===== src/logic/regfile_pkg.sv =====
//~~~~~~~~~~~~~~~~~~~~~~~~~~~~~~~~~~~~~~~~~~~~~~~~~~~~~~~~~~
// physical register file shared definitions
// widths plus the write and read port request structs
//~~~~~~~~~~~~~~~~~~~~~~~~~~~~~~~~~~~~~~~~~~~~~~~~~~~~~~~~~~
package regfile_pkg;

  // register value width
  localparam int data_width = 32;

  // physical register count and its address width
  localparam int num_regs   = 64;
  localparam int addr_width = 6;

  typedef logic [data_width-1:0] data_t;
  typedef logic [addr_width-1:0] addr_t;

  //~~~~~~~~~~~~~~~~~~~~~~~~~~~~~~~~~~~~~~~~~~~~~~~~~~~~~~~~~~
  // port requests
  //~~~~~~~~~~~~~~~~~~~~~~~~~~~~~~~~~~~~~~~~~~~~~~~~~~~~~~~~~~

  // one write port, addr and data only meaningful with wen high
  typedef struct packed {
    logic  wen;
    addr_t addr;
    data_t data;
  } write_req_t;

  // one read port
  // const_en replaces the register value with const_val
  typedef struct packed {
    addr_t addr;
    logic  const_en;
    data_t const_val;
  } read_req_t;

endpackage


===== src/logic/read_bypass.sv =====
//~~~~~~~~~~~~~~~~~~~~~~~~~~~~~~~~~~~~~~~~~~~~~~~~~~~~~~~~~~
// per read port bypass of in-flight writes
// newest matching write wins, constant override on top
//~~~~~~~~~~~~~~~~~~~~~~~~~~~~~~~~~~~~~~~~~~~~~~~~~~~~~~~~~~
`timescale 1ns/1ps

module read_bypass #(
  parameter int write_ports = 3,
  parameter int read_ports  = 2
) (
  input  logic                                      clk,
  input  logic                                      rst,
  input  logic                                      read_en,
  input  regfile_pkg::read_req_t  [read_ports-1:0]  rd,
  input  regfile_pkg::write_req_t [write_ports-1:0] wr_live,
  input  regfile_pkg::write_req_t [write_ports-1:0] stage1,
  input  regfile_pkg::write_req_t [write_ports-1:0] stage2,
  input  regfile_pkg::data_t      [read_ports-1:0]  ram_data,
  output regfile_pkg::data_t      [read_ports-1:0]  read_data
);

  localparam int num_gen = 3 * write_ports;

  // all in-flight writes, oldest generation at the low end
  regfile_pkg::write_req_t [num_gen-1:0] gen;

  logic               [read_ports-1:0] hit_nxt;
  regfile_pkg::data_t [read_ports-1:0] hit_data_nxt;

  // state captured at the read edge
  logic               [read_ports-1:0] const_q;
  regfile_pkg::data_t [read_ports-1:0] const_val_q;
  logic               [read_ports-1:0] hit_q;
  regfile_pkg::data_t [read_ports-1:0] hit_data_q;

  assign gen = {wr_live, stage1, stage2};

  //~~~~~~~~~~~~~~~~~~~~~~~~~~~~~~~~~~~~~~~~~~~~~~~~~~~~~~~~~~
  // match search
  //~~~~~~~~~~~~~~~~~~~~~~~~~~~~~~~~~~~~~~~~~~~~~~~~~~~~~~~~~~

  // scan from oldest to newest so the last match is the newest
  // write, higher port wins within one generation
  always_comb begin
    for (int p = 0; p < read_ports; p++) begin
      hit_nxt[p]      = 1'b0;
      hit_data_nxt[p] = '0;
      for (int g = 0; g < num_gen; g++) begin
        if (gen[g].wen && (gen[g].addr == rd[p].addr)) begin
          hit_nxt[p]      = 1'b1;
          hit_data_nxt[p] = gen[g].data;
        end
      end
    end
  end

  //~~~~~~~~~~~~~~~~~~~~~~~~~~~~~~~~~~~~~~~~~~~~~~~~~~~~~~~~~~
  // read edge registers
  //~~~~~~~~~~~~~~~~~~~~~~~~~~~~~~~~~~~~~~~~~~~~~~~~~~~~~~~~~~

  // reset selects a zero constant so the outputs start at zero
  always_ff @(posedge clk) begin
    if (rst) begin
      const_q     <= '1;
      const_val_q <= '0;
      hit_q       <= '0;
    end else if (read_en) begin
      for (int p = 0; p < read_ports; p++) begin
        const_q[p]     <= rd[p].const_en;
        const_val_q[p] <= rd[p].const_val;
        hit_q[p]       <= hit_nxt[p];
      end
    end
  end

  always_ff @(posedge clk) begin
    if (read_en) begin
      hit_data_q <= hit_data_nxt;
    end
  end

  //~~~~~~~~~~~~~~~~~~~~~~~~~~~~~~~~~~~~~~~~~~~~~~~~~~~~~~~~~~
  // result mux
  //~~~~~~~~~~~~~~~~~~~~~~~~~~~~~~~~~~~~~~~~~~~~~~~~~~~~~~~~~~

  // constant first, then bypass, then storage
  always_comb begin
    for (int p = 0; p < read_ports; p++) begin
      if (const_q[p]) begin
        read_data[p] = const_val_q[p];
      end else if (hit_q[p]) begin
        read_data[p] = hit_data_q[p];
      end else begin
        read_data[p] = ram_data[p];
      end
    end
  end

endmodule


===== config.mk =====
export PLATFORM = sky130hd
export DESIGN_NAME = read_bypass
export DESIGN_NICKNAME = d
export VERILOG_FILES = /design/src/logic/regfile_pkg.sv /design/src/logic/read_bypass.sv
export SDC_FILE = /design/constraint.sdc
export NUM_CORES = 1
export LEC_CHECK = 0
export ABC_AREA = 1
export BUFFER_PORTS_ARGS = -buffer_cell sky130_fd_sc_hd__buf_2
export CAP_MARGIN = 20
export CORE_AREA = 2 2 216 218
export CTS_CLUSTER_SIZE = 14
export DETAILED_ROUTE_END_ITERATION = 8
export DIE_AREA = 0 0 218 220
export PLACE_DENSITY = 0.52
export SYNTH_ARGS = -nofsm -noshare
export SYNTH_HDL_FRONTEND = slang
export SYNTH_SLANG_ARGS = --single-unit

===== constraint.sdc =====
create_clock -name clk -period 2.5 [get_ports clk]
set_input_delay 0.375 -clock clk [delete_from_list [all_inputs] [get_ports clk]]
set_output_delay 0.375 -clock clk [all_outputs]
set_load 0.02 [all_outputs]

; ---- Yosys cells after proc, flatten, opt, wreduce, memory -nomap -nowiden
; Cells that the tools add are included.
; Widths: inputs -> output; s select.
[totals]
mem_count = 0
out_inout_bits = 64
latchBits = 0
ramBits = 0
ff_bits = 132
romBits = 0
word_cells = 82
input_bits = 496
[op_classes]
shifts = 0
addsub = 0
muxes = 40
n_eq_ne = 18
n_reduce_logical = 18
div = 0
multipliers = 0
order_cmp = 0
bitwise_logic = 0
[ops]
columns = operator, n
row1 = $mux 32, 22
row2 = $eq 6x6->1, 18
row3 = $logic_and 1x1->1, 18
row4 = $mux 1, 18

; ---- Depth between registers and ports, before layout
[depth]
ltp_word = 11
mapped_depth = 19
ltp_nobuf = 18

; ---- Worst setup path after synthesis
; Ideal clock, no wire load.
[synth_timing]
kind = input to register
start = input rd[72] (netlist bit)
end = register hit_data_q[53] (netlist bit), data pin
required_time_ps = 2248
path_slack_ps = 470
arrival_ps = 1778
setup_ps = 252
path_buffers = 2
path_stages = 14
cell_sequence = buf_2 -> inv_2 -> nor2_1 -> nor4_4 -> nand2_2 -> nand2_2 -> buf_4 -> nor2_1 -> nand2_1 -> nand2_1 -> nand2_1 -> nand2_1 -> nand2_1 -> nand2_1
[synth_rtl]
columns = item, line_no
row1 = start: declaration, read_bypass.sv:14  ; input regfile_pkg::read_req_t [read_ports-1:0] rd,
row2 = end signal: assignment, read_bypass.sv:78  ; hit_data_q <= hit_data_nxt;
row3 = end: declaration, read_bypass.sv:34  ; regfile_pkg::data_t [read_ports-1:0] hit_data_q;

==> out/results.txt <==
Reg2Reg Depth -> 3
Post-Route Utilization -> 39.4%
# fillers -> 5213
layout cells sized above 1 -> 25.1%
Antenna Violating Nets Remaining -> 0
Buffers on Ports -> 559
reg-to-reg slack, setup -> 1.36 ns
worst reg2reg startpoint -> hit_q[1]$_SDFFE_PP0P_
Setup Buffers After CTS -> 0
CTS tree -> yes
post-route worst setup slack -> 0.287 ns
critical path data arrival time -> 2.51 ns
fmax -> 0.452 GHz
simple logic cell fraction of the synthesized area -> 42.3%
first-pass detailed-route iteration total -> 7
Overflow after GRT -> 0
Post-Synthesis Cells -> 2451
core box area -> 0.0459 mm²
Critical Path RT -> 2.80 ns
VDD IR max -> 0.394 mV
max_slew headroom -> 64.3%
Crit. Startpoint -> rd[35]
IO Pins -> 560
synth unique cells -> 39
largest family of logic cells by synthesized area -> simple AND/OR/NAND/NOR gates
Avg WL per Cell -> 21.0 µm
Endpoint, Worst Hold -> const_val_q[59]$_SDFFE_PP0P_
Post-Synth XOR/XNOR Area -> 1.51%
initial drt markers -> 1953
Synth top area share -> 24.0%
fin crit share -> 88.5%
Mapped Area -> 0.0133 mm²
num rows -> 79
max cap viols -> 0
Area growth syn-to-layout -> 35.8%
Clock Pin Slew Worst Setup and Hold Paths -> 0.06 ns
Die W -> 218 µm
syn_nets -> 2947
final setup violation count -> 0
pin count of the biggest net entering global routing -> 94
first-pass GRT wire length -> 111000 µm
drt via density -> 5.04
total CTS buffers -> 17
# hold bufs at CTS -> 0
Inst Count DP -> 3581
Routed WL -> 76000 µm
Synth Area in Adders -> 0%
static leakage -> 0.00987 µW
Post-route DRC -> 0
syn avg cell area -> 5.43 µm²
HP Start -> rd[66]
Hold Path Depth -> 3
Main synth FF type -> dfxtp_1
min Tclk post-route -> 2.21 ns
worst-path maximum fanout -> 7
dpl hpwl -> 63100 µm
total power -> 7160 µW
pwr/cell area -> 396 mW/mm²
Die Height -> 220 µm
Fin. Hold Viols -> 0
Post-synth EDFFs -> 64
vias in the first global route -> 17100
actual slew at the worst max-slew pin -> 0.530 ns
CTS max path bufs -> 2
#FFs+latches synth -> 132
RePlAce Congestion -> 0.994
Synth area leader -> nand2_1
CTS root buf -> clkbuf_16
CP Capture Type -> flop
outcome -> complete, no violations
Synth async-reset ratio -> 0%
complex-gate fraction of the synthesized area -> 19.6%
HP Class -> input port to flop
synth warn -> 0
startpoint types -> input port
Setup CP Type -> input port to flop
initial antenna violation count -> 24
reg-to-reg endpoint -> hit_q[1]$_SDFFE_PP0P_
Seq/Total Area, Yosys -> 24.7%
top cells by area, synth -> nand2_1 (24%), edfxtp_1 (14%), nor2_1 (11%)
DIE AREA -> 0.0480 mm²
Total Nets Final -> 3489
RSZ-0062 raised after global routing -> false
worst-skew pair later-pin latency -> 0.42 ns
clk sinks -> 132
via count -> 18300
Clock Skew -> 0 ns
dpl ws -> -0.238 ns
Total GRT Usage -> 30.8%
fin cells -> 3628
mux contribution to synthesized area -> 0.0752%
Initial Utilization -> 29.0%
Fin Setup TNS -> 0 ns
H-tree depth -> 4
max-slew violation count -> 0
synthesized netlist by cell type (2+ instances only):
| library cell | number |
|---|---|
| xor2_1 | 21 |
| nand3_1 | 157 |
| o211ai_1 | 11 |
| nand2_1 | 849 |
| a31oi_1 | 32 |
| inv_2 | 8 |
| a21oi_1 | 178 |
| buf_4 | 14 |
| clkbuf_1 | 86 |
| o21ai_0 | 162 |
| nor3_1 | 9 |
| xnor2_1 | 2 |
| inv_1 | 199 |
| nand2_2 | 4 |
| dfxtp_1 | 68 |
| buf_6 | 3 |
| edfxtp_1 | 64 |
| buf_1 | 8 |
| nor2_2 | 6 |
| nor2_1 | 373 |
| nand4_1 | 5 |
| buf_2 | 59 |
| clkinv_1 | 3 |
| o21ai_1 | 86 |
| nor4b_1 | 2 |
| nor4_1 | 6 |
| a21boi_0 | 2 |
| o22ai_1 | 23 |
layer usage:
metal / wire length, µm / vias up / track usage (%)
li1: - / 8949 / -
met1: 35000 / 8371 / 44.4
met2: 33400 / 873 / 47.5
met3: 6030 / 86 / 4.91
met4: 1570 / 14 / 8.05
met5: 84 / - / 0
power breakdown:
part | internal, µW | switching, µW | total, µW
sequential | 2460 | 72.6 | 2530
clock | 1340 | 1000 | 2340
combinational | 824 | 1470 | 2290
critical path, cell delays in order:
cell and delay, ns:
buf_2 0.18, buf_12 0.14, inv_1 0.10, nand2_1 0.08, nand2_1 0.05, nor2_1 0.08, nand2_1 0.09, nor2_4 0.24
buf_4 0.23, nand3_1 0.08, o21ai_1 0.07, nand2_1 0.06, nand2_1 0.05, o21ai_1 0.09, o21ai_1 0.31, buf_4 0.17
nand2_1 0.05, nand2_1 0.06
registers in the layout, indices dropped and copies added (netlist names):
name,count
const_val_q,64
hit_q,2
const_q,2
hit_data_q,64
layout by cell type (no fill, tap or decap), drive strengths merged:
cell type,n
or2,1
nor4b,2
a31oi,32
nand3b,1
a21oi,178
clkinvlp,2
mux2i,1
nand2,853
clkbuf,19
xor2,21
o21ai,249
nor4,7
nor2,380
nand4,5
clkinv,8
buf,693
nand3,157
edfxtp,64
inv,213
diode,15
nor3b,1
nor3,9
dfxtp,68
o21a,1
o211ai,11
a21boi,3
xnor2,2
o211a,1
o22ai,23
and2,1
metrics by stage:
stage               hold WS [ns]  area, µm²
floorplan                  0.463      13300
global placement           0.478      17500
detailed placement         0.484      17500
CTS                        0.146      18000
global route               0.157      18100
finish                     0.169      18100
layout make-up:
cell class	instances	area, µm²	share of cell area [%]
Multi-Input combinational cell	1939	8460	46.9
Timing Repair Buffer	693	4180	23.1
Inverter	210	788	4.36
Clock inverter	13	97.6	0.540
Sequential cell	132	3280	18.2
Antenna cell	15	37.5	0.208
Tap cell	607	759	4.20
Clock buffer	19	454	2.51
timing repair:
item                                    4_1_cts  5_1_grt
hold endpoints to repair                      0        0
gates resized for setup                       0        1
endpoints found under the setup margin        0        1
logic make-up after synthesis:
family,after synthesis
mux,1
buf+inv,380
simple gates,1417
flops,132
xor+xnor,23
compound gates,498
worst max-delay path by stage:
stage | cells past startpoint | to | slack, ns
3_5_place_dp | 13 | hit_q[0]$_SDFFE_PP0P_ | -0.24
6_report | 18 | hit_data_q[20]$_DFFE_PP_ | 0.29
2_1_floorplan | 14 | hit_data_q[53]$_DFFE_PP_ | 0.47
4_1_cts | 13 | hit_q[0]$_SDFFE_PP0P_ | 0.23
5_1_grt | 16 | hit_data_q[20]$_DFFE_PP_ | 0.12
3_3_place_gp | 13 | hit_q[0]$_SDFFE_PP0P_ | -0.21
Power figures use the tool's default switching activity.
