$ cat src/logic/regfile_pkg.sv
//~~~~~~~~~~~~~~~~~~~~~~~~~~~~~~~~~~~~~~~~~~~~~~~~~~~~~~~~~~
// physical register file shared definitions
// widths plus the write and read port request structs
//~~~~~~~~~~~~~~~~~~~~~~~~~~~~~~~~~~~~~~~~~~~~~~~~~~~~~~~~~~
package regfile_pkg;

  // register value width
  localparam int data_width = 32;

  // physical register count and its address width
  localparam int num_regs   = 64;
  localparam int addr_width = 6;

  typedef logic [data_width-1:0] data_t;
  typedef logic [addr_width-1:0] addr_t;

  //~~~~~~~~~~~~~~~~~~~~~~~~~~~~~~~~~~~~~~~~~~~~~~~~~~~~~~~~~~
  // port requests
  //~~~~~~~~~~~~~~~~~~~~~~~~~~~~~~~~~~~~~~~~~~~~~~~~~~~~~~~~~~

  // one write port, addr and data only meaningful with wen high
  typedef struct packed {
    logic  wen;
    addr_t addr;
    data_t data;
  } write_req_t;

  // one read port
  // const_en replaces the register value with const_val
  typedef struct packed {
    addr_t addr;
    logic  const_en;
    data_t const_val;
  } read_req_t;

endpackage

$ cat src/logic/write_stage.sv
//~~~~~~~~~~~~~~~~~~~~~~~~~~~~~~~~~~~~~~~~~~~~~~~~~~~~~~~~~~
// two-stage write pipeline in front of the register storage
// both stages are exposed so reads can bypass from them
//~~~~~~~~~~~~~~~~~~~~~~~~~~~~~~~~~~~~~~~~~~~~~~~~~~~~~~~~~~
`timescale 1ns/1ps

module write_stage #(
  parameter int write_ports = 3
) (
  input  logic                                      clk,
  input  logic                                      rst,
  input  regfile_pkg::write_req_t [write_ports-1:0] wr_in,
  output regfile_pkg::write_req_t [write_ports-1:0] stage1,
  output regfile_pkg::write_req_t [write_ports-1:0] stage2
);

  always_ff @(posedge clk) begin
    // address and data only follow a valid write
    for (int i = 0; i < write_ports; i++) begin
      if (wr_in[i].wen) begin
        stage1[i].addr <= wr_in[i].addr;
        stage1[i].data <= wr_in[i].data;
      end
      if (stage1[i].wen) begin
        stage2[i].addr <= stage1[i].addr;
        stage2[i].data <= stage1[i].data;
      end
    end

    // enables
    if (rst) begin
      for (int i = 0; i < write_ports; i++) begin
        stage1[i].wen <= 1'b0;
        stage2[i].wen <= 1'b0;
      end
    end else begin
      for (int i = 0; i < write_ports; i++) begin
        stage1[i].wen <= wr_in[i].wen;
        stage2[i].wen <= stage1[i].wen;
      end
    end
  end

endmodule

$ cat config.mk
export PLATFORM = sky130hd
export DESIGN_NAME = write_stage
export DESIGN_NICKNAME = d
export VERILOG_FILES = /design/src/logic/regfile_pkg.sv /design/src/logic/write_stage.sv
export SDC_FILE = /design/constraint.sdc
export NUM_CORES = 1
export LEC_CHECK = 0
export ABC_CLOCK_PERIOD_IN_PS = 1700
export BUFFER_PORTS_ARGS = -buffer_cell sky130_fd_sc_hd__clkbuf_2
export CORE_ASPECT_RATIO = 0.5
export CORE_UTILIZATION = 34
export CTS_BUF_LIST = sky130_fd_sc_hd__clkbuf_8 sky130_fd_sc_hd__clkbuf_16
export CTS_CLUSTER_SIZE = 14
export DETAILED_ROUTE_END_ITERATION = 8
export PLACE_DENSITY = 0.73
export SLEW_MARGIN = 15
export SYNTH_ARGS = -nofsm -noshare
export SYNTH_HDL_FRONTEND = slang
export SYNTH_SLANG_ARGS = --single-unit
$ cat constraint.sdc
create_clock -name clk -period 1.7 [get_ports clk]
set_input_delay 0.34 -clock clk [delete_from_list [all_inputs] [get_ports clk]]
set_output_delay 0.34 -clock clk [all_outputs]
set_load 0.005 [all_outputs]
* After elaboration in Yosys (flattened, before gate mapping)
Index checks and enable logic that the tools add are counted.
Word-level totals: register bits after elaboration 234, input port bits 119, output and inout port bits 234, logic and storage cells 18

* Logic depth before layout (Yosys ltp)
Gate-level depths: netlist of run 1.
depth after elaboration 0, gate-level depth with buffers 1, mapped depth without buffers 1

* Least setup slack after synthesis of run 1
No wires, ideal clock.
kind register to register, from reg stage1[38] (netlist name), to reg stage2[0] (netlist name) (enable), setup time 0.400 ns, data arrival time 1.141 ns, data required time 1.300 ns, path slack 0.159 ns, stages on the path, launching flop included 1, path buffers 0, clock period less this slack 1.541 ns, cell sequence dfxtp_1
RTL lines:
- start, declared | RTL line write_stage.sv:13 | output regfile_pkg::write_req_t [write_ports-1:0] stage1,
- end, declared | RTL line write_stage.sv:14 | output regfile_pkg::write_req_t [write_ports-1:0] stage2
No word-level cell between the ends.

* Worst setup path in the final report of run 1
from reg stage1[77] (netlist name), to out stage1[77] (netlist name)
No word-level cell between the ends.

==> results of run 1 <==
==> cells in the final DEF (no fill, tap or decap) <==
| cell type | Yosys | layout |
|---|---|---|
| nor2b_1 | 6 | 6 |
| buf_12 | 0 | 6 |
| clkbuf_2 | 0 | 352 |
| dlygate4sd3_1 | 0 | 1 |
| inv_8 | 0 | 1 |
| edfxtp_1 | 228 | 228 |
| clkbuf_8 | 0 | 2 |
| clkinvlp_4 | 0 | 1 |
| dfxtp_1 | 6 | 4 |
| clkinv_2 | 0 | 1 |
| dfxtp_2 | 0 | 2 |
| inv_1 | 0 | 11 |
| clkinv_4 | 0 | 1 |
| buf_4 | 0 | 6 |
| clkbuf_16 | 0 | 23 |
==> power groups by stage <==
| stage | Sequential, uW | Clock, uW | Combinational, uW |
|---|---|---|---|
| finish | 7050 | 4550 | 789 |
| global route | 7100 | 4870 | 852 |
| CTS | 7060 | 4670 | 804 |
| detailed placement | 7180 | 0 | 801 |
| global placement | 7150 | 0 | 788 |
| floorplan | 7200 | 0 | 4.32 |
==> cells by family (layout without fill, tap and decap cells) <==
kind of cell / count (synthesis) / after routing / share of synthesized area
buf+inv: 0 / 405 / 0
flops: 234 / 234 / 0.9946
simple gates: 6 / 6 / 0.005360
==> registers in the layout (all words and copies together), names as in the netlist <==
name	cells
stage2	117
stage1	117
==> layout make-up <==
| class | count | area, um^2 |
|---|---|---|
| Timing Repair Buffer | 365 | 1937 |
| Sequential cell | 234 | 6969 |
| Clock inverter | 15 | 73.82 |
| Clock buffer | 25 | 603.1 |
| Tap cell | 266 | 332.8 |
| Fill cell | 1650 | 9866 |
| Multi-Input combinational cell | 6 | 37.54 |
==> metal layers <==
metal,up-vias,GRT usage,share of wire
met5,-,0,0
met4,0,0.03704,0.018
met3,26,0.02945,0.048
met2,127,0.2643,0.53
met1,1984,0.1931,0.41
li1,1754,-,-
==> timing repair <==
action	4_1_cts	5_1_grt
hold buffers	0	1
endpoints found under the setup margin	0	0
hold endpoints to repair	0	1
==> per-stage QoR <==
| step | util | setup slack (ns) | hold slack (ns) | power, uW |
|---|---|---|---|---|
| after global placement | 0.4676 | 0.5057 | 0.4283 | 7941 |
| final | 0.5022 | 0.1080 | 0.02131 | 12390 |
| after floorplan | - | 0.1590 | 0.4116 | 7208 |
| after detailed placement | 0.4676 | 0.4648 | 0.4329 | 7985 |
| after global routing | 0.5022 | 0.01603 | 0.0005381 | 12820 |
| after CTS | 0.5017 | 0.05152 | 0.001936 | 12540 |
==> how the worst max path moves through the flow <==
stage	to	cells after the start
floorplan	stage2[0]$_DFFE_PP_	0
global placement	stage1[78]$_DFFE_PP_	2
detailed placement	stage1[99]$_DFFE_PP_	2
CTS	stage1[77]	1
global route	stage1[77]	1
finish	stage1[77]	1
==> impl_results.md, run 1 <==
- RSZ-0062 raised after global routing: no
- Antenna diodes: 0
- Ports: 353
- Initial drt markers: 211
- Most used DFF post-synth: edfxtp_1
- Number of iterations in the first detailed-routing pass: 5
- Remaining antenna violation count after routing: 0
- Final hold vios: 0
- Die W: 205.0 um
- CP Launch Type: flop
- Clock buffer depth: 3
- Synth Area per Inst: 29.18 um^2
- CP required: 1.36 ns
- DP Area: 9266 um^2
- P_leak: 0.004173 uW
- Minimum clock period: 1.592 ns
- PortBufs: 352
- Maximum VDD drop: 0.0004842 V
- Starting Density: 0.3534
- Worst path max stage delay: 0.57 ns
- Crit path launch: stage1[77]$_SDFF_PP0_
- Comb pwr share: 0.064
- Clock power share: 0.367
- Reg-to-Reg End: stage2[65]$_DFFE_PP_
- Synthesis warning total: 0
- Core box area: 19820 um^2
- Post-synth top cells: 228 x edfxtp_1, 6 x dfxtp_1, 6 x nor2b_1
- Hold Path End: stage1[115]$_DFFE_PP_
- Max Cap Viol: 0
- Dpl hpwl: 13280 um
- Via Count: 3891
- Kind of cell adding the most delay to the critical path: flip-flops
- CP arrival: 1.25 ns
- Die Y: 103.5 um
- Nets: 748
- Cell Rows: 36
- Global-route wire length before repair: 23200 um
- Cell count after synthesis: 240
- All-layer global routing usage: 0.1498
- Achievable frequency: 628.1 MHz
- Post-synthesis register bit count: 234
- Hold path depth: 1
- Sum of negative setup slack: 0 ns
- Fin Clk Skew: 0.01036 ns
- Max H-tree Level: 1
- Final setup viols: 0
- Sequential area share after synthesis: 0.9946
- Crit path cell chain: clkbuf_2
- Final Slew Violations: 0
- Worst reg2reg setup slack: 0.55 ns
- DRC: 0
- Area Overhead vs Synth: 42.10%
- Placed Cells: 870
- Total grt overflow: 0
- Share of cells above drive strength 1: 0.6124
- Crit Path Max Fanout: 17
- Synth top area share: 0.9775
- Design area: 9953 um^2
- CTS buffer count: 22
- Seq pwr share: 0.569
- Skew-Pair Late Insertion Delay: 0.49 ns
- Ys async rst share: 0
- Final period util: 0.9365
- Root Driver: clkbuf_16
- RR Startpoint: stage1[77]$_SDFF_PP0_
- Drt total wl: 17290 um
- Clock sink count: 234
- Hold path startpoint: wr_in[115]
- Top-count cell post-synth: edfxtp_1
- Die area: 21210 um^2
- Cell area after synthesis: 7004 um^2
- Critical Path End Type: primary output
- Outcome: completed
- Wirelength per Cell: 18.98 um
- Number of global-route vias before repair: 3745
- PostCTS Resize Cnt: 0
- Vias per Instance: 4.271
- Clock transition at path regs: 0.07 ns
- CTS tree: built
- P_int: 9781 uW
- Pwr dens: 1245 nW/um^2
- Synth cell types: 3
- CP bufs+invs: 1
- Worst slew pin tran: 0.4167 ns
- Antenna violations before repair: 0
- Area leader, netlist: edfxtp_1
- # Post-CTS Setup Buffers: 0
- Syn_nets: 359
- Slowest cell on the critical path: dfxtp_2
- Crit Path Category: reg -> out
- Switching part of the total: 0.2107
- Cells on worst reg2reg path: 1
- NetSw: 2612 uW
- Routability cong.: 0.8586
- Rel. slew slack: 0.7218
- Largest net degree at the start of global routing: 40
- Synth area leaders: edfxtp_1 98%, dfxtp_1 1.7%, nor2b_1 0.54%
- Post-synth EDFFs: 228
- Layout Cells excl Fill: 911
- Hold crit path type: in -> reg
No activity file was read; power rests on OpenSTA's default activity.
==> run 2: changes to the inputs <==
Settings changed: CELL_PAD_IN_SITES_DETAIL_PLACEMENT set to 2, CELL_PAD_IN_SITES_GLOBAL_PLACEMENT set to 2, CORE_UTILIZATION 34 to 31, PLACE_DENSITY 0.73 to 0.88.
==> run 2 against run 1 <==
Sequential power grew 0.9%; clock skew grew 0.00052 ns; via count grew 10%; register-to-register slack lost 0.08 ns; wire length grew 45%; utilization shrank 1.6 points; critical endpoint is now stage1[116]; largest cell class unchanged.
==> impl_results.md, run 2 (synthesis results as in run 1) <==
- Outcome: completed
- Comb pwr share: 0.076
- Wirelength per Cell: 24.91 um
- Clock buffer depth: 3
- Biggest registers after layout: stage1: 117 flops, stage2: 117 flops
- Layout Cells excl Fill: 1008
- Kind of cell adding the most delay to the critical path: flip-flops
- Cell Rows: 38
- NetSw: 2884 uW
- Crit path launch: stage1[116]$_SDFF_PP0_
- Remaining antenna violation count after routing: 0
- Final Slew Violations: 0
- # Post-CTS Setup Buffers: 0
- Fillers: 2082
- Sum of negative setup slack: 0 ns
- Hold path startpoint: wr_in[97]
- Crit Path Max Fanout: 15
- Final period util: 0.9540
- RSZ-0062 raised after global routing: no
- Total grt overflow: 0
- CTS tree: built
- Seq pwr share: 0.551
- Routability cong.: 0.8344
- Root Driver: clkbuf_16
- Slowest cell on the critical path: dfxtp_2
- Hold crit path type: in -> reg
- Max Cap Viol: 0
- Crit path cell chain: clkbuf_2
- CP bufs+invs: 1
- Pwr dens: 1210 nW/um^2
- Final setup viols: 0
- Clock sink count: 234
- Die Y: 108.3 um
- Achievable frequency: 616.6 MHz
- Worst reg2reg setup slack: 0.47 ns
- Worst slew pin tran: 0.3920 ns
- Ports: 353
- Area Overhead vs Synth: 52.09%
- P_int: 10000 uW
- Dpl hpwl: 18440 um
- Fin Clk Skew: 0.01088 ns
- P_leak: 0.004434 uW
- DRC: 0
- CP Launch Type: flop
- Share of cells above drive strength 1: 0.5565
- Max H-tree Level: 1
- Maximum VDD drop: 0.0005777 V
- Die area: 23240 um^2
- Initial drt markers: 287
- Worst path max stage delay: 0.57 ns
- Antenna diodes: 0
- Most frequent cells in the layout: 352 x clkbuf_2, 228 x edfxtp_1, 70 x dlygate4sd3_1
- Crit Path Category: reg -> out
- Rel. slew slack: 0.7386
- Skew-Pair Late Insertion Delay: 0.51 ns
- PortBufs: 352
- Switching part of the total: 0.2238
- CTS buffer count: 22
- Number of iterations in the first detailed-routing pass: 4
- Largest net degree at the start of global routing: 40
- Final hold vios: 0
- Clock power share: 0.373
- Global-route wire length before repair: 34670 um
- Antenna violations before repair: 1
- Clock transition at path regs: 0.06 ns
- RR Startpoint: stage1[116]$_SDFF_PP0_
- Placed Cells: 900
- Drt total wl: 25110 um
- All-layer global routing usage: 0.2127
- CP arrival: 1.28 ns
- Worst hold slack: 0.01852 ns
- Critical Path End Type: primary output
- Minimum clock period: 1.622 ns
- Number of global-route vias before repair: 4748
- Commonest non-fill, non-tap cell in the layout: clkbuf_2
- Vias per Instance: 4.253
- Core box area: 21920 um^2
- Via Count: 4287
- Pwr Total: 12890 uW
- CP required: 1.36 ns
- Die W: 214.6 um
- Nets: 813
- Starting Density: 0.3196
-- run 2: cell type report --
class,instances,area [um^2],area share
sequential,234,6970,0.6543
multi-input combinational,6,37.54,0.003524
timing repair buffer,430,2572,0.2415
clock buffer,28,644.4,0.06049
tap,300,375.4,0.03524
clock inverter,10,52.55,0.004933
-- run 2: path summary, 6_finish.rpt --
check | to | cells after the start
setup / recovery | stage1[116] | 1
hold / removal | stage1[97]$_DFFE_PP_ | 1
setup reg to reg | stage2[84]$_DFFE_PP_ | 1
hold reg to reg | stage2[10]$_DFFE_PP_ | 0
-- run 2: power by group through the flow --
stage / clock network (uW) / registers (uW) / logic (uW)
floorplan: 0 / 7200 / 4.32
global placement: 0 / 7150 / 796
detailed placement: 0 / 7230 / 842
CTS: 4890 / 7110 / 985
global route: 5130 / 7150 / 1030
finish: 4810 / 7110 / 973
-- run 2: through the flow --
stage | instance area, um^2 | util | worst slack, ns
after floorplan | 7004 | - | 0.1590
after global placement | 9255 | 0.4223 | 0.5650
after detailed placement | 9255 | 0.4223 | 0.5133
after CTS | 10650 | 0.4860 | 0.02292
after global routing | 10650 | 0.4860 | 0.01281
final | 10650 | 0.4860 | 0.07815
-- run 2: timing repair --
action,in CTS,in global routing
resized for setup,0,0
endpoints found under the setup margin,0,0
endpoints found under the hold margin,70,0
hold buffers,70,0
-- run 2: per-layer routing --
metal,global-route usage,share of wire,up-vias
met5,0,0.00052,-
met4,0.06224,0.026,2
met3,0.04051,0.028,40
met2,0.4084,0.57,109
met1,0.2434,0.37,2255
li1,-,-,1881
==> run 3: changes to the inputs <==
Settings changed: SETUP_SLACK_MARGIN set to 0.4.
==> run 3 against run 2 <==
The flow now finishes with violations (hold timing); utilization rose by 5.4 points; sequential power barely moved; first-iteration DRC count rose by 3.5%; critical path type unchanged; critical endpoint is now stage1[109].
==> impl_results.md, run 3 (synthesis results as in run 1) <==
- Kind of cell adding the most delay to the critical path: flip-flops
- PortBufs: 352
- Total grt overflow: 0
- Remaining antenna violation count after routing: 0
- Biggest registers after layout: stage1: 117 flops, stage2: 117 flops
- Antenna violations before repair: 4
- Most frequent cells in the layout: 340 x clkbuf_2, 228 x edfxtp_1, 129 x buf_4
- Nets: 959
- Slowest cell on the critical path: edfxtp_1
- Max H-tree Level: 1
- NetSw: 3326 uW
- Minimum clock period: 1.521 ns
- Die Y: 108.3 um
- Hold Path End: stage1[61]$_DFFE_PP_
- Dpl hpwl: 17390 um
- Vias per Instance: 4.465
- Crit path cell chain: clkbuf_2
- Critical Path End Type: primary output
- Root Driver: clkbuf_16
- Setup ws final: 0.1792 ns
- Via Count: 5170
- Switching part of the total: 0.2465
- Hold path startpoint: wr_in[61]
- Max Cap Viol: 0
- RR Startpoint: stage1[38]$_SDFF_PP0_
- Wirelength per Cell: 28.37 um
- Hold crit path type: in -> reg
- CTS tree: built
- Die W: 214.6 um
- Die area: 23240 um^2
- CP arrival: 1.18 ns
- Number of global-route vias before repair: 5178
- Crit Path Max Fanout: 2
- Sum of negative setup slack: 0 ns
- Final hold vios: 5
- Maximum VDD drop: 0.001098 V
- Outcome: finished, violations left
- Clock power share: 0.363
- Core box area: 21920 um^2
- CP required: 1.36 ns
- Final Slew Violations: 0
- Clock transition at path regs: 0.07 ns
- Worst hold slack: -0.01339 ns
- Starting Density: 0.3196
- Achievable frequency: 657.5 MHz
- Largest net degree at the start of global routing: 40
- Worst reg2reg setup slack: 0.51 ns
- CP Launch Type: flop
- CTS buffer count: 22
- Routability cong.: 0.8330
- P_leak: 0.005108 uW
- Clock buffer depth: 3
- CP bufs+invs: 1
- Reg-to-Reg End: stage2[10]$_DFFE_PP_
- Worst path max stage delay: 0.46 ns
- Seq pwr share: 0.528
- Ports: 353
- Skew-Pair Late Insertion Delay: 0.55 ns
- Fin Clk Skew: 0.03304 ns
- Placed Cells: 901
- All-layer global routing usage: 0.2275
- Global-route wire length before repair: 37190 um
- Hold path depth: 1
- Cell Rows: 38
- Clock sink count: 234
- Rel. slew slack: 0.8276
- P_int: 10170 uW
- Share of cells above drive strength 1: 0.6070
- Comb pwr share: 0.109
- Drt total wl: 32850 um
- RSZ-0062 raised after global routing: yes
- DRC: 0
- Layout Cells excl Fill: 1158
- Final period util: 0.8946
- Commonest non-fill, non-tap cell in the layout: clkbuf_2
- Worst slew pin tran: 0.2586 ns
- Area Overhead vs Synth: 69.03%
- Number of iterations in the first detailed-routing pass: 4
- Failing checks: hold timing
- Final setup viols: 0
- Initial drt markers: 297
- Cells on worst reg2reg path: 2
- Place WS: 0.5550 ns
- Crit Path Category: reg -> out
- Final core occ: 0.5401
- Pwr dens: 1140 nW/um^2
-- run 3: per-stage QoR --
step	power, uW	area [um^2]
4_1_cts	12950	11180
3_3_place_gp	7941	9263
5_1_grt	13830	11840
2_1_floorplan	7206	7008
3_5_place_dp	8055	9263
6_report	13500	11840
-- run 3: worst max path at each step --
stage / slack, ns / startpoint / to / depth (start not counted)
floorplan: 0.57 / stage1[38]$_SDFF_PP0_ / stage2[0]$_DFFE_PP_ / 0
global placement: 0.58 / stage1[77]$_SDFF_PP0_ / stage2[41]$_DFFE_PP_ / 1
detailed placement: 0.55 / stage1[77]$_SDFF_PP0_ / stage2[70]$_DFFE_PP_ / 1
CTS: 0.21 / stage2[100]$_DFFE_PP_ / stage2[100] / 1
global route: 0.15 / stage1[109]$_DFFE_PP_ / stage1[109] / 1
finish: 0.18 / stage1[109]$_DFFE_PP_ / stage1[109] / 1
-- run 3: what timing repair did --
| item | CTS | global route |
|---|---|---|
| hold buffers | 80 | 11 |
| setup buffers | 60 | 64 |
| resized for setup | 6 | 22 |
| setup endpoints to repair | 234 | 234 |
| cloned | 0 | 0 |
| pin swaps | 0 | 0 |
| endpoints found under the hold margin | 80 | 11 |
-- run 3: power groups by stage --
stage / Sequential [uW] / Combinational, uW / Clock (uW)
after CTS: 7070 / 1170 / 4720
after detailed placement: 7230 / 826 / 0
after global routing: 7150 / 1530 / 5150
after global placement: 7160 / 782 / 0
final: 7130 / 1470 / 4900
after floorplan: 7200 / 4.24 / 0
-- run 3: cell type report --
| type | instances | area, um^2 |
|---|---|---|
| clock inverters | 14 | 56.30 |
| diodes | 3 | 7.507 |
| clock buffers | 25 | 603.1 |
| fillers | 1996 | 10080 |
| repair buffers | 576 | 3777 |
| well taps | 300 | 375.4 |
| multi-input cells | 6 | 37.54 |
| flip-flops and latches | 234 | 6982 |
-- run 3: worst register-to-register path: stages, from the launching register on --
cell	delay [ns]
dfxtp_4	0.38
buf_4	0.22
buf_4	0.28
-- run 3: metal layers --
| layer | vias up | global-route usage | share of wire |
|---|---|---|---|
| met1 | 2736 | 0.2444 | 0.36 |
| met3 | 65 | 0.04473 | 0.042 |
| met2 | 194 | 0.4545 | 0.56 |
| met5 | - | 0 | 0.00040 |
| met4 | 2 | 0.06888 | 0.034 |
| li1 | 2173 | - | - |
